### config.mk
export PLATFORM = sky130hd
export DESIGN_NAME = fetch_frontend
export DESIGN_NICKNAME = d
export VERILOG_FILES = /design/src/verilog/fetch_pkg.sv /design/src/verilog/bp_if.sv /design/src/verilog/branch_predictor.sv /design/src/verilog/fetch_cfg.sv /design/src/verilog/fetch_frontend.sv /design/src/verilog/fetch_unit.sv
export VERILOG_INCLUDE_DIRS = /design/src /design/src/verilog
export SDC_FILE = /design/constraint.sdc
export NUM_CORES = 1
export LEC_CHECK = 0
export BUFFER_PORTS_ARGS = -buffer_cell sky130_fd_sc_hd__buf_4
export CAP_MARGIN = 20
export CORE_ASPECT_RATIO = 1.5
export CORE_MARGIN = 8
export CORE_UTILIZATION = 55
export CTS_CLUSTER_SIZE = 24
export DETAILED_ROUTE_END_ITERATION = 10
export PLACE_DENSITY = 0.82
export SLEW_MARGIN = 10
export SYNTH_ARGS = -nofsm -noshare
export SYNTH_HDL_FRONTEND = slang
export SYNTH_SLANG_ARGS = --single-unit
### constraint.sdc
create_clock -name clk -period 6 [get_ports clk]
set_clock_uncertainty 0.05 [all_clocks]
set_input_delay 0.6 -clock clk [delete_from_list [all_inputs] [get_ports clk]]
set_output_delay 0.6 -clock clk [all_outputs]
set_load 0.05 [all_outputs]
### src/verilog/fetch_config.svh
/*
 * Fetch front end constants
 * Reset PC, default trap vector, predictor size and branch opcode
 */

`ifndef FETCH_CONFIG_SVH
`define FETCH_CONFIG_SVH

// First fetch address out of reset
`define PC_RESET 32'h0000_0000

// Trap vector until software writes TRAP_VEC
`define TRAP_VEC_RESET 32'h0000_0100

// Predictor index width, 16 entries
`define BP_IDX_W 4

// RV32 conditional branch (B-type) major opcode
`define OPC_BRANCH 7'b1100011

`endif

### src/verilog/fetch_pkg.sv
/*
 * Fetch front end types
 * Address and word vectors, predictor fields, FSM states and
 * configuration register addresses
 */

`include "fetch_config.svh"

package fetch_pkg;

	typedef logic [31:0] addr_t;
	typedef logic [31:0] instr_t;

	// Predictor index and tag split of the PC above bit 1
	typedef logic [`BP_IDX_W-1:0] bp_idx_t;
	typedef logic [29-`BP_IDX_W:0] bp_tag_t;

	// 2-bit saturating counter, taken when 2 or more
	typedef logic [1:0] ctr_t;

	// Redirect event count
	typedef logic [15:0] cnt_t;

	// Fetch FSM, one request outstanding at most
	typedef enum logic [1:0] {
		IDLE,
		WAIT,
		DROP
	} fetch_state_t;

	// Configuration register map
	typedef logic [1:0] cfg_addr_t;
	localparam cfg_addr_t CFG_CTRL      = 2'd0;
	localparam cfg_addr_t CFG_TRAP_VEC  = 2'd1;
	localparam cfg_addr_t CFG_REDIR_CNT = 2'd2;

endpackage

### src/verilog/bp_if.sv
/*
 * Branch predictor link
 * Combinational lookup from fetch and the resolve update strobe
 */

interface bp_if;

	// Lookup, PC and returned word of the current response
	fetch_pkg::addr_t  lookup_pc;
	fetch_pkg::instr_t lookup_instr;
	logic              pred_taken;
	fetch_pkg::addr_t  pred_target;

	// Update from execute, single-cycle strobe
	logic              upd_valid;
	fetch_pkg::addr_t  upd_pc;
	logic              upd_taken;
	fetch_pkg::addr_t  upd_target;

	modport fetch (
		output lookup_pc, lookup_instr, upd_valid, upd_pc, upd_taken, upd_target,
		input  pred_taken, pred_target
	);

	modport pred (
		input  lookup_pc, lookup_instr, upd_valid, upd_pc, upd_taken, upd_target,
		output pred_taken, pred_target
	);

endinterface

### src/verilog/branch_predictor.sv
/*
 * Direct-mapped branch predictor
 * Valid, tag, 2-bit counter and target per entry; combinational
 * lookup on B-type words, registered update from execute
 */

`include "fetch_config.svh"

module branch_predictor (
	input logic clk,
	input logic rst_n,
	bp_if.pred  bp
);

	localparam int ENTRIES = 1 << `BP_IDX_W;

	// Table storage
	logic              valid  [ENTRIES];
	fetch_pkg::bp_tag_t tag    [ENTRIES];
	fetch_pkg::ctr_t   ctr    [ENTRIES];
	fetch_pkg::addr_t  target [ENTRIES];

	fetch_pkg::bp_idx_t lk_idx;
	fetch_pkg::bp_tag_t lk_tag;
	logic               lk_branch;
	logic               lk_hit;

	fetch_pkg::bp_idx_t up_idx;
	fetch_pkg::bp_tag_t up_tag;
	logic               up_hit;
	fetch_pkg::ctr_t    up_ctr;

	// Lookup split, word offset dropped
	assign lk_idx    = bp.lookup_pc[`BP_IDX_W+1:2];
	assign lk_tag    = bp.lookup_pc[31:`BP_IDX_W+2];
	assign lk_branch = (bp.lookup_instr[6:0] == `OPC_BRANCH);
	assign lk_hit    = valid[lk_idx] && (tag[lk_idx] == lk_tag);

	// Taken on counter MSB, only for conditional branches
	assign bp.pred_taken  = lk_branch && lk_hit && ctr[lk_idx][1];
	assign bp.pred_target = target[lk_idx];

	// Update side
	assign up_idx = bp.upd_pc[`BP_IDX_W+1:2];
	assign up_tag = bp.upd_pc[31:`BP_IDX_W+2];
	assign up_hit = valid[up_idx] && (tag[up_idx] == up_tag);

	// New counter value
	always_comb begin
		if (!up_hit) begin
			// Fresh entry starts weakly biased toward the outcome
			up_ctr = bp.upd_taken ? 2'd2 : 2'd1;
		end else if (bp.upd_taken) begin
			up_ctr = (ctr[up_idx] == 2'd3) ? 2'd3 : ctr[up_idx] + 2'd1;
		end else begin
			up_ctr = (ctr[up_idx] == 2'd0) ? 2'd0 : ctr[up_idx] - 2'd1;
		end
	end

	// Valid bits cleared by reset
	always_ff @(posedge clk) begin
		if (rst_n) begin
			for (int i = 0; i < ENTRIES; i++)
				valid[i] <= 1'b0;
		end else if (bp.upd_valid) begin
			valid[up_idx] <= 1'b1;
		end
	end

	// Tag, counter and target
	always_ff @(posedge clk) begin
		if (bp.upd_valid) begin
			tag[up_idx] <= up_tag;
			ctr[up_idx] <= up_ctr;
			// Allocation always stores, a hit refreshes only when taken
			if (!up_hit || bp.upd_taken)
				target[up_idx] <= bp.upd_target;
		end
	end

	// Resolved branches come from execute on word addresses
	a_upd_aligned: assert property (
		@(posedge clk) disable iff (rst_n)
		bp.upd_valid |-> (bp.upd_pc[1:0] == 2'b00)
	);

endmodule

### src/verilog/fetch_cfg.sv
/*
 * Fetch configuration registers
 * CTRL (prediction enable), TRAP_VEC and read-only REDIR_CNT,
 * strobe written with combinational readback
 */

`include "fetch_config.svh"

module fetch_cfg (
	input  logic                  clk,
	input  logic                  rst_n,
	input  logic                  i_cfg_we,
	input  fetch_pkg::cfg_addr_t  i_cfg_addr,
	input  fetch_pkg::addr_t      i_cfg_wdata,
	input  logic                  i_redirect,
	output fetch_pkg::addr_t      o_cfg_rdata,
	output logic                  o_predict_en,
	output fetch_pkg::addr_t      o_trap_vec
);

	fetch_pkg::cnt_t redir_cnt;

	// CTRL and TRAP_VEC writes, other addresses ignored
	always_ff @(posedge clk) begin
		if (rst_n) begin
			o_predict_en <= 1'b1;
			o_trap_vec   <= `TRAP_VEC_RESET;
		end else if (i_cfg_we) begin
			if (i_cfg_addr == fetch_pkg::CFG_CTRL)
				o_predict_en <= i_cfg_wdata[0];
			// Vector kept word aligned
			if (i_cfg_addr == fetch_pkg::CFG_TRAP_VEC)
				o_trap_vec <= {i_cfg_wdata[31:2], 2'b00};
		end
	end

	// Redirect count, sticks at all ones
	always_ff @(posedge clk) begin
		if (rst_n)
			redir_cnt <= '0;
		else if (i_redirect && (redir_cnt != '1))
			redir_cnt <= redir_cnt + 1'b1;
	end

	// Readback
	always_comb begin
		case (i_cfg_addr)
			fetch_pkg::CFG_CTRL:      o_cfg_rdata = {31'd0, o_predict_en};
			fetch_pkg::CFG_TRAP_VEC:  o_cfg_rdata = o_trap_vec;
			fetch_pkg::CFG_REDIR_CNT: o_cfg_rdata = {16'd0, redir_cnt};
			default:                  o_cfg_rdata = '0;
		endcase
	end

endmodule

### src/verilog/fetch_frontend.sv
/*
 * Fetch front end top level
 * Fetch unit, branch predictor and configuration registers
 */

module fetch_frontend (
	input  logic                 clk,
	input  logic                 rst_n,
	// Instruction memory
	input  logic                 i_imem_rdy,
	output logic                 o_imem_en,
	output fetch_pkg::addr_t     o_iaddr,
	input  logic                 i_imem_vld,
	input  fetch_pkg::instr_t    i_inst,
	// Redirect and trap
	input  logic                 i_boj,
	input  fetch_pkg::addr_t     i_boj_pc,
	input  logic                 i_trap,
	// Branch resolve
	input  logic                 i_res_valid,
	input  fetch_pkg::addr_t     i_res_pc,
	input  logic                 i_res_taken,
	input  fetch_pkg::addr_t     i_res_target,
	input  logic                 i_stall,
	// Configuration port
	input  logic                 i_cfg_we,
	input  fetch_pkg::cfg_addr_t i_cfg_addr,
	input  fetch_pkg::addr_t     i_cfg_wdata,
	output fetch_pkg::addr_t     o_cfg_rdata,
	// To decode
	output logic                 o_valid,
	output fetch_pkg::addr_t     o_pc,
	output fetch_pkg::instr_t    o_instr,
	output logic                 o_prediction
);

	logic             predict_en;
	logic             redirect;
	fetch_pkg::addr_t trap_vec;

	bp_if bp_bus ();

	fetch_unit u_fetch (
		.clk          (clk),
		.rst_n        (rst_n),
		.i_imem_rdy   (i_imem_rdy),
		.o_imem_en    (o_imem_en),
		.o_iaddr      (o_iaddr),
		.i_imem_vld   (i_imem_vld),
		.i_inst       (i_inst),
		.i_boj        (i_boj),
		.i_boj_pc     (i_boj_pc),
		.i_trap       (i_trap),
		.i_stall      (i_stall),
		.i_predict_en (predict_en),
		.i_trap_vec   (trap_vec),
		.o_redirect   (redirect),
		.i_res_valid  (i_res_valid),
		.i_res_pc     (i_res_pc),
		.i_res_taken  (i_res_taken),
		.i_res_target (i_res_target),
		.o_valid      (o_valid),
		.o_pc         (o_pc),
		.o_instr      (o_instr),
		.o_prediction (o_prediction),
		.bp           (bp_bus.fetch)
	);

	branch_predictor u_bp (
		.clk   (clk),
		.rst_n (rst_n),
		.bp    (bp_bus.pred)
	);

	fetch_cfg u_cfg (
		.clk          (clk),
		.rst_n        (rst_n),
		.i_cfg_we     (i_cfg_we),
		.i_cfg_addr   (i_cfg_addr),
		.i_cfg_wdata  (i_cfg_wdata),
		.i_redirect   (redirect),
		.o_cfg_rdata  (o_cfg_rdata),
		.o_predict_en (predict_en),
		.o_trap_vec   (trap_vec)
	);

endmodule

### src/verilog/fetch_unit.sv
/*
 * Instruction fetch unit
 * PC register, next-PC priority (trap, redirect, prediction, pc+4),
 * single outstanding memory request and delivery staging to decode
 */

`include "fetch_config.svh"

module fetch_unit (
	input  logic              clk,
	input  logic              rst_n,
	// Instruction memory
	input  logic              i_imem_rdy,
	output logic              o_imem_en,
	output fetch_pkg::addr_t  o_iaddr,
	input  logic              i_imem_vld,
	input  fetch_pkg::instr_t i_inst,
	// Redirects
	input  logic              i_boj,
	input  fetch_pkg::addr_t  i_boj_pc,
	input  logic              i_trap,
	input  logic              i_stall,
	// Configuration
	input  logic              i_predict_en,
	input  fetch_pkg::addr_t  i_trap_vec,
	output logic              o_redirect,
	// Branch resolve, routed on to the predictor
	input  logic              i_res_valid,
	input  fetch_pkg::addr_t  i_res_pc,
	input  logic              i_res_taken,
	input  fetch_pkg::addr_t  i_res_target,
	// Decode
	output logic              o_valid,
	output fetch_pkg::addr_t  o_pc,
	output fetch_pkg::instr_t o_instr,
	output logic              o_prediction,
	bp_if.fetch               bp
);

	fetch_pkg::fetch_state_t state;
	fetch_pkg::fetch_state_t state_next;
	fetch_pkg::addr_t        pc;
	fetch_pkg::addr_t        pc_next;
	fetch_pkg::addr_t        redir_pc;
	logic                    redir_evt;
	logic                    deliver;
	logic                    take_pred;

	// Trap beats redirect
	assign redir_evt = i_trap | i_boj;
	assign redir_pc  = i_trap ? i_trap_vec : i_boj_pc;
	assign o_redirect = redir_evt;

	// Good response, not killed by a same-cycle redirect
	assign deliver = (state == fetch_pkg::WAIT) && i_imem_vld && !redir_evt;

	// PC holds the outstanding address while waiting
	assign bp.lookup_pc    = pc;
	assign bp.lookup_instr = i_inst;
	assign take_pred       = i_predict_en && bp.pred_taken;

	// Resolve pass-through
	assign bp.upd_valid  = i_res_valid;
	assign bp.upd_pc     = i_res_pc;
	assign bp.upd_taken  = i_res_taken;
	assign bp.upd_target = i_res_target;

	// Request only from IDLE out of reset; a redirect this cycle retargets first
	assign o_imem_en = !rst_n && (state == fetch_pkg::IDLE) && i_imem_rdy
		&& !i_stall && !redir_evt;
	assign o_iaddr   = pc;

	// Next PC
	always_comb begin
		pc_next = pc;
		if (redir_evt)
			pc_next = redir_pc;
		else if (deliver)
			pc_next = take_pred ? bp.pred_target : pc + 32'd4;
	end

	// FSM
	always_comb begin
		state_next = state;
		case (state)
			fetch_pkg::IDLE: begin
				if (o_imem_en)
					state_next = fetch_pkg::WAIT;
			end
			fetch_pkg::WAIT: begin
				if (i_imem_vld)
					state_next = fetch_pkg::IDLE;
				else if (redir_evt)
					state_next = fetch_pkg::DROP;
			end
			fetch_pkg::DROP: begin
				// Stale response swallowed
				if (i_imem_vld)
					state_next = fetch_pkg::IDLE;
			end
			default: state_next = fetch_pkg::IDLE;
		endcase
	end

	always_ff @(posedge clk) begin
		if (rst_n) begin
			state <= fetch_pkg::IDLE;
			pc    <= `PC_RESET;
		end else begin
			state <= state_next;
			pc    <= pc_next;
		end
	end

	// Delivery strobe and prediction bit
	always_ff @(posedge clk) begin
		if (rst_n) begin
			o_valid      <= 1'b0;
			o_prediction <= 1'b0;
		end else begin
			o_valid <= deliver;
			if (deliver)
				o_prediction <= take_pred;
		end
	end

	// Payload, qualified by o_valid
	always_ff @(posedge clk) begin
		if (deliver) begin
			o_pc    <= pc;
			o_instr <= i_inst;
		end
	end

	// Memory answers only an outstanding request
	a_no_vld_idle: assert property (
		@(posedge clk) disable iff (rst_n)
		i_imem_vld |-> (state != fetch_pkg::IDLE)
	);

	// No new request until the outstanding one is answered
	a_one_req: assert property (
		@(posedge clk) disable iff (rst_n)
		(state != fetch_pkg::IDLE) && !i_imem_vld |=> !o_imem_en
	);

endmodule
# Word level (Yosys, flattened, before mapping)
# Memory sizes are Yosys's and may differ from the RTL's. A register that Yosys moved wholly into a read port is not among the register bits.
# Index checks and enable logic that the tools add are counted.
[totals] n_memories=4 ramBits=976 out_inout_bits=131 elab_cells=90 in_bits=172 reg_bits=147
[op_classes] mux=35 eq_ne=12 n_bitwise=1 n_reduce_logical=25 add_sub_neg=4
[mem_list] memory="u_bp.target" words=16 width=32 rd=1 rd_clocked_by_memory_dff=1 wr=1 line_no="branch_predictor.sv:21" text="fetch_pkg::addr_t target [ENTRIES];"
[mem_list] memory="u_bp.tag" words=16 width=26 rd=2 rd_clocked_by_memory_dff=1 wr=1 line_no="branch_predictor.sv:19" text="fetch_pkg::bp_tag_t tag [ENTRIES];"
[mem_list] memory="u_bp.ctr" words=16 width=2 rd=2 rd_clocked_by_memory_dff=1 wr=1 line_no="branch_predictor.sv:20" text="fetch_pkg::ctr_t ctr [ENTRIES];"
[mem_list] memory="u_bp.valid" words=16 width=1 rd=2 rd_clocked_by_memory_dff=1 wr=16 line_no="branch_predictor.sv:18" text="logic valid [ENTRIES];"
[ops] op="$mux W32" count=4
[ops] op="$pmux W32 S3" count=1
[ops] op="$eq A26 B26 Y1" count=2
[ops] op="$mux W4" count=9
[ops] op="$add A32 B3 Y32 const B" count=1
[ops] op="$mux W2" count=9
[ops] op="$add A16 B1 Y16 const B" count=1
[ops] op="$ne A16 B16 Y1 const B" count=1
[ops] op="$logic_and A1 B1 Y1" count=12
[ops] op="$mux W1" count=11
[ops] op="$eq A7 B7 Y1 const B" count=1
[ops] op="$eq A2 B2 Y1 const B" count=3
[ops] op="$logic_not A2 Y1" count=3
[ops] op="$pmux W2 S3" count=1
[ops] op="$eq A2 B1 Y1 const B" count=2
[ops] op="$logic_not A1 Y1" count=4
[ops] op="$ne A2 B2 Y1 const B" count=2
[ops] op="$reduce_and A2 Y1" count=2
[ops] op="$ne A3 B2 Y1 const B" count=1
[ops] op="$reduce_and A3 Y1" count=1
[ops] op="$add A2 B1 Y2 const B" count=1
[ops] op="$reduce_bool A2 Y1" count=1
[ops] op="$sub A2 B1 Y2 const B" count=1
[ops] op="$logic_or A1 B1 Y1" count=1
[ops] op="other kinds (2)" count=2

# Depth between registers and ports, before layout
[depth] depth_word=10 mapped_depth=16 ltp_nobuf=9

# Hierarchy
# Synthesis repeated with hierarchy kept, for this count alone.
[unflattened] cells_unflattened=2711 hier_area_um2=49029.5
[by_module_without_submodules] mod="branch_predictor" instances=1 area_per_inst_um2=41128.2 cells_per_inst=1850
[by_module_without_submodules] mod="fetch_unit" instances=1 area_per_inst_um2=5664.2 cells_per_inst=579
[by_module_without_submodules] mod="fetch_cfg" instances=1 area_per_inst_um2=2237.1 cells_per_inst=282

# Worst setup path before layout
# OpenSTA, ideal clock, no wires.
[synth_timing] path_kind="input port to flip-flop" startpoint="in i_res_pc[4]" endpoint="mem u_bp.target[0][0] (netlist name) (enable)" path_stages=5 required_time_ps=5558 path_buffers=2 setup_time_ps=392 slack_ps=910 arrival_ps=4648 cell_sequence="clkbuf_1 -> buf_1 -> or3b_2 -> nor3_1 -> and2_1"
[synth_via] elab_chain_len=8 word_cells_on_any_way=9 cone_classes="1 x eq/ne; 3 x mux; 3 x reduce/logical; 2 x memory"
[synth_lines] element="from (decl)" line_no="fetch_frontend.sv:21" text="input fetch_pkg::addr_t i_res_pc,"
[synth_lines] element="$mem_v2 Z16 W26"
[synth_lines] element="$eq A26 B26 Y1" line_no="branch_predictor.sv:46" text="assign up_hit = valid[up_idx] && (tag[up_idx] == up_tag);"
[synth_lines] element="$logic_and A1 B1 Y1" line_no="branch_predictor.sv:46"
[synth_lines] element="$logic_not A1 Y1"
[synth_lines] element="$logic_or A1 B1 Y1" line_no="branch_predictor.sv:76" text="if (!up_hit || bp.upd_taken)"
[synth_lines] element="$mux W1" line_no="branch_predictor.sv:76"
[synth_lines] element="$mux W1" line_no="branch_predictor.sv:72" text="if (bp.upd_valid) begin"
[synth_lines] element="$mux W1 (not written as such)" line_no="branch_predictor.sv:77" text="target[up_idx] <= bp.upd_target;"
[synth_lines] element="to (decl)" line_no="branch_predictor.sv:21"
# Parallel ways exist; a longest one is shown, timed or not.

==> flow_metrics.tcl <==
set metrics [dict create \
    design_area_mm2 0.0550 \
    nets 3013 \
    drt-met1-wl_um 44100 \
    setup_viol 0 \
    rrSetupSlack_ps 1060 \
    fillCellCount 5541 \
    drtIter0Drc 4145 \
    maxCapViolCount 0 \
    cp_cell_sequence "mux4_2, xnor2_1, and3_1, a2111oi_1, o2111ai_1, a2111oi_2, and4_2, buf_4, mux2i_1, o22ai_1" \
    fin_crit_sh_pct 82.3 \
    wl_met3_um 14900 \
    postSynth.asyncResetShare_pct 0 \
    antenna_found_initial 8 \
    port_buffers 299 \
    wl_um 136000 \
    fp-row-count 132 \
    holdCritStartpoint "i_inst[23]" \
    powerDensity_mw_per_mm2 306 \
    grt_pass1_vias 28916 \
    maxSlewViolCount 0 \
    cts_buffer_depth 3 \
    yosysSeqAreaShare_pct 68.4 \
    chipHeight_um 378 \
    synth_top_area_share_pct 64.1 \
    r2r_end "u_fetch.bp.lookup_pc[15]" \
    path_clk_slew_ps 70 \
    wl_met2_um 67800 \
    critical_path_class "flop to flop" \
    critPathTopFamily "compound AO/OA/AOI/OAI gates" \
    numCtsBuffers 99 \
    drtAntennaViolNets 0 \
    synth_area_leaders "edfxtp_1 64%, mux4_2 19%, dfxtp_1 4.3%" \
    hold_viol 0 \
    dieWidth_um 257 \
    rsz0062_at_grt "false" \
    track_usage_pct 27.3 \
    p_int_mw 13.0 \
    switching_share_pct 22.6 \
    fin_tns_setup_ps 0 \
    utilization_pct 63.7 \
    fmax_ghz 0.203 \
    synth_nets 2695 \
    core_mm2 0.0864 \
    synth_flop_cell "edfxtp_1" \
    cts_resized 0 \
    postSynthCellCount 2521 \
    post-place-ws_ps 864 \
    postCtsSetupBuffers 0 \
    cts_sinks 1127 \
    power.share.clock_pct 39.0 \
    cts_tree "yes" \
    routed_via_density 6.90 \
    top_layer "met5" \
    synth.distinct_cells 67 \
    leakage_nw 17.8 \
    start_kind "flop" \
    io_pins 303 \
    share_seq_of_total_power_pct 52.8 \
    cp-end-kind "flop" \
    worstHoldPathType "primary input to flop" \
    grt_max_degree 66 \
    layout-area-overhead-vs-synth_pct 14.7 \
    synth-edff-count 1024 \
    remaining_drc_errors 0 \
    yosys.area.top_type "edfxtp_1" \
    setup_slack_ps 1060 \
    via_count 28079 \
    gp_congestion 0.887 \
    syn_area_mm2 0.0480 \
    crit_fanout 44 \
    ys_ff_latch 1127 \
    worst_ep_required_time_ps 6480 \
    dpl.hpwl_um 83000 \
    yosys_warnings 0 \
    dr.pass1.iters 8 \
    root_buffer "clkbuf_16" \
    hold_path_end "u_fetch.o_instr[23]" \
    reg2reg_depth 10 \
    drive_above_1_share_pct 34.2 \
    h-tree-depth 3 \
    overflow 0 \
    hold_buffers 0 \
    slew_headroom_pct 30.1 \
    clkLatencyLatePin_ps 680 \
    die-area_mm2 0.0971 \
    worstMarginPinSlew_ps 1050 \
    slowest_stage "dfxtp_4" \
    power_frac_comb_pct 8.3 \
    start_util_pct 55.5 \
    status "finished clean" \
    worstPathArrival_ps 5410 \
    power_switching_mw 3.79 \
    dpl_cell_area_mm2 0.0516 \
    syn_avg_cell_area_um2 19.0 \
    max_stage_delay_ps 940 \
    whs_path_depth 1 \
    wl_per_cell_um 33.3 \
    period_minus_slack_ps 4940 \
    grt_pass1_wl_um 194000 \
    peakVddDrop_uv 270 \
    critPathBufInv 1 \
]
power by group through the flow:
stage / Clock (mW) / Combinational [mW] / Sequential, mW
detailed placement: 0 / 1.37 / 9.03
finish: 6.55 / 1.39 / 8.87
CTS: 6.60 / 1.38 / 8.86
global placement: 0 / 1.33 / 9.01
global route: 6.87 / 1.45 / 8.87
floorplan: 0 / 0.878 / 8.98
Yosys cell counts (7+ instances only):
cell type and instances:
a211o_1 12, a21oi_1 95, a22o_1 15, and2_1 37, and3_1 16, and4_1 8, buf_1 14, buf_2 43
buf_4 9, buf_6 13, clkbuf_1 80, dfxtp_1 103, edfxtp_1 1024, inv_1 13, mux2_2 8, mux2i_1 89
mux4_2 398, nand2_1 105, nand2b_1 7, nand3_1 38, nand4_1 15, nor2_1 118, nor2b_1 8, nor3_1 16
o211ai_1 7, o21ai_0 31, o22ai_1 17, or3_1 9, xnor2_1 68, xor2_1 28
cells by family (layout without fill, tap and decap cells):
family	Yosys count	after routing	synth area share [%]
adders and majority gates	2	2	0.0522
xor gates and xnor gates	96	96	1.75
DFF	1127	1127	68.4
other	0	4	0
buffers and inverters	182	586	2.02
and+or+nand+nor	395	395	3.95
muxes	500	500	20.9
AOI/OAI and AO/OA	219	219	2.86
state kept, by name, indices dropped and copies added (netlist names), named ones only:
signal and flops:
u_bp.ctr 32, u_bp.tag 416, u_bp.target 512, u_bp.valid 16
u_cfg.o_predict_en 1, u_cfg.o_trap_vec 30, u_cfg.redir_cnt 16, u_fetch.bp.lookup_pc 32
u_fetch.o_instr 32, u_fetch.o_pc 32, u_fetch.o_prediction 1, u_fetch.o_valid 1
u_fetch.state 2
layer usage:
layer	up-vias	track usage (%)
li1	10999	-
met1	14420	32.9
met2	2175	45.4
met3	481	6.04
met4	4	15.9
met5	-	0
cell type report:
class	count	area, um^2	share of cell area [%]
inverters	15	57.6	0.105
well taps	1139	1430	2.59
multi-input cells	1212	14300	26.0
flip-flops and latches	1127	32800	59.7
repair buffers	384	3040	5.53
diodes	4	10.0	0.0182
clock inverters	63	648	1.18
clock buffers	124	2690	4.88
placed cells by master (no fill, tap or decap), types with 9 or more instances in the layout:
cell type,n
a211o_1,12
a21oi_1,95
a22o_1,15
and2_1,21
and2_2,16
and3_1,16
buf_12,11
buf_4,370
bufinv_16,11
clkbuf_1,17
clkbuf_16,102
clkinv_1,12
clkinv_2,23
clkinvlp_4,11
dfxtp_1,99
edfxtp_1,1024
inv_1,13
mux2i_1,89
mux4_2,398
nand2_1,105
nand3_1,38
nand4_1,15
nor2_1,105
nor2_4,13
nor3_1,12
o21ai_0,31
o22ai_1,17
or3_1,9
xnor2_1,68
xor2_1,28
per-stage QoR:
step | cells | hold WS (ps) | power (mW)
2_1_floorplan | 2521 | 385 | 9.85
3_3_place_gp | 3875 | 397 | 10.3
3_5_place_dp | 3876 | 417 | 10.4
4_1_cts | 4063 | 29.0 | 16.8
5_1_grt | 4066 | 43.9 | 17.2
6_report | 4068 | 48.6 | 16.8
worst max-delay path by stage:
stage                     cells after the start                  endpoint   startpoint  slack [ps]
after floorplan                               5         u_bp.target[0][0]  i_res_pc[4]         910
after global placement                       11        u_bp.target[9][16]  i_res_pc[2]         930
after detailed placement                     11       u_bp.target[11][11]  i_res_pc[2]         860
after CTS                                    10  u_fetch.bp.lookup_pc[15]         flop        1100
after global routing                         10   u_fetch.bp.lookup_pc[5]         flop         940
final                                        10  u_fetch.bp.lookup_pc[15]         flop        1060
No activity file was read; power rests on OpenSTA's default activity.
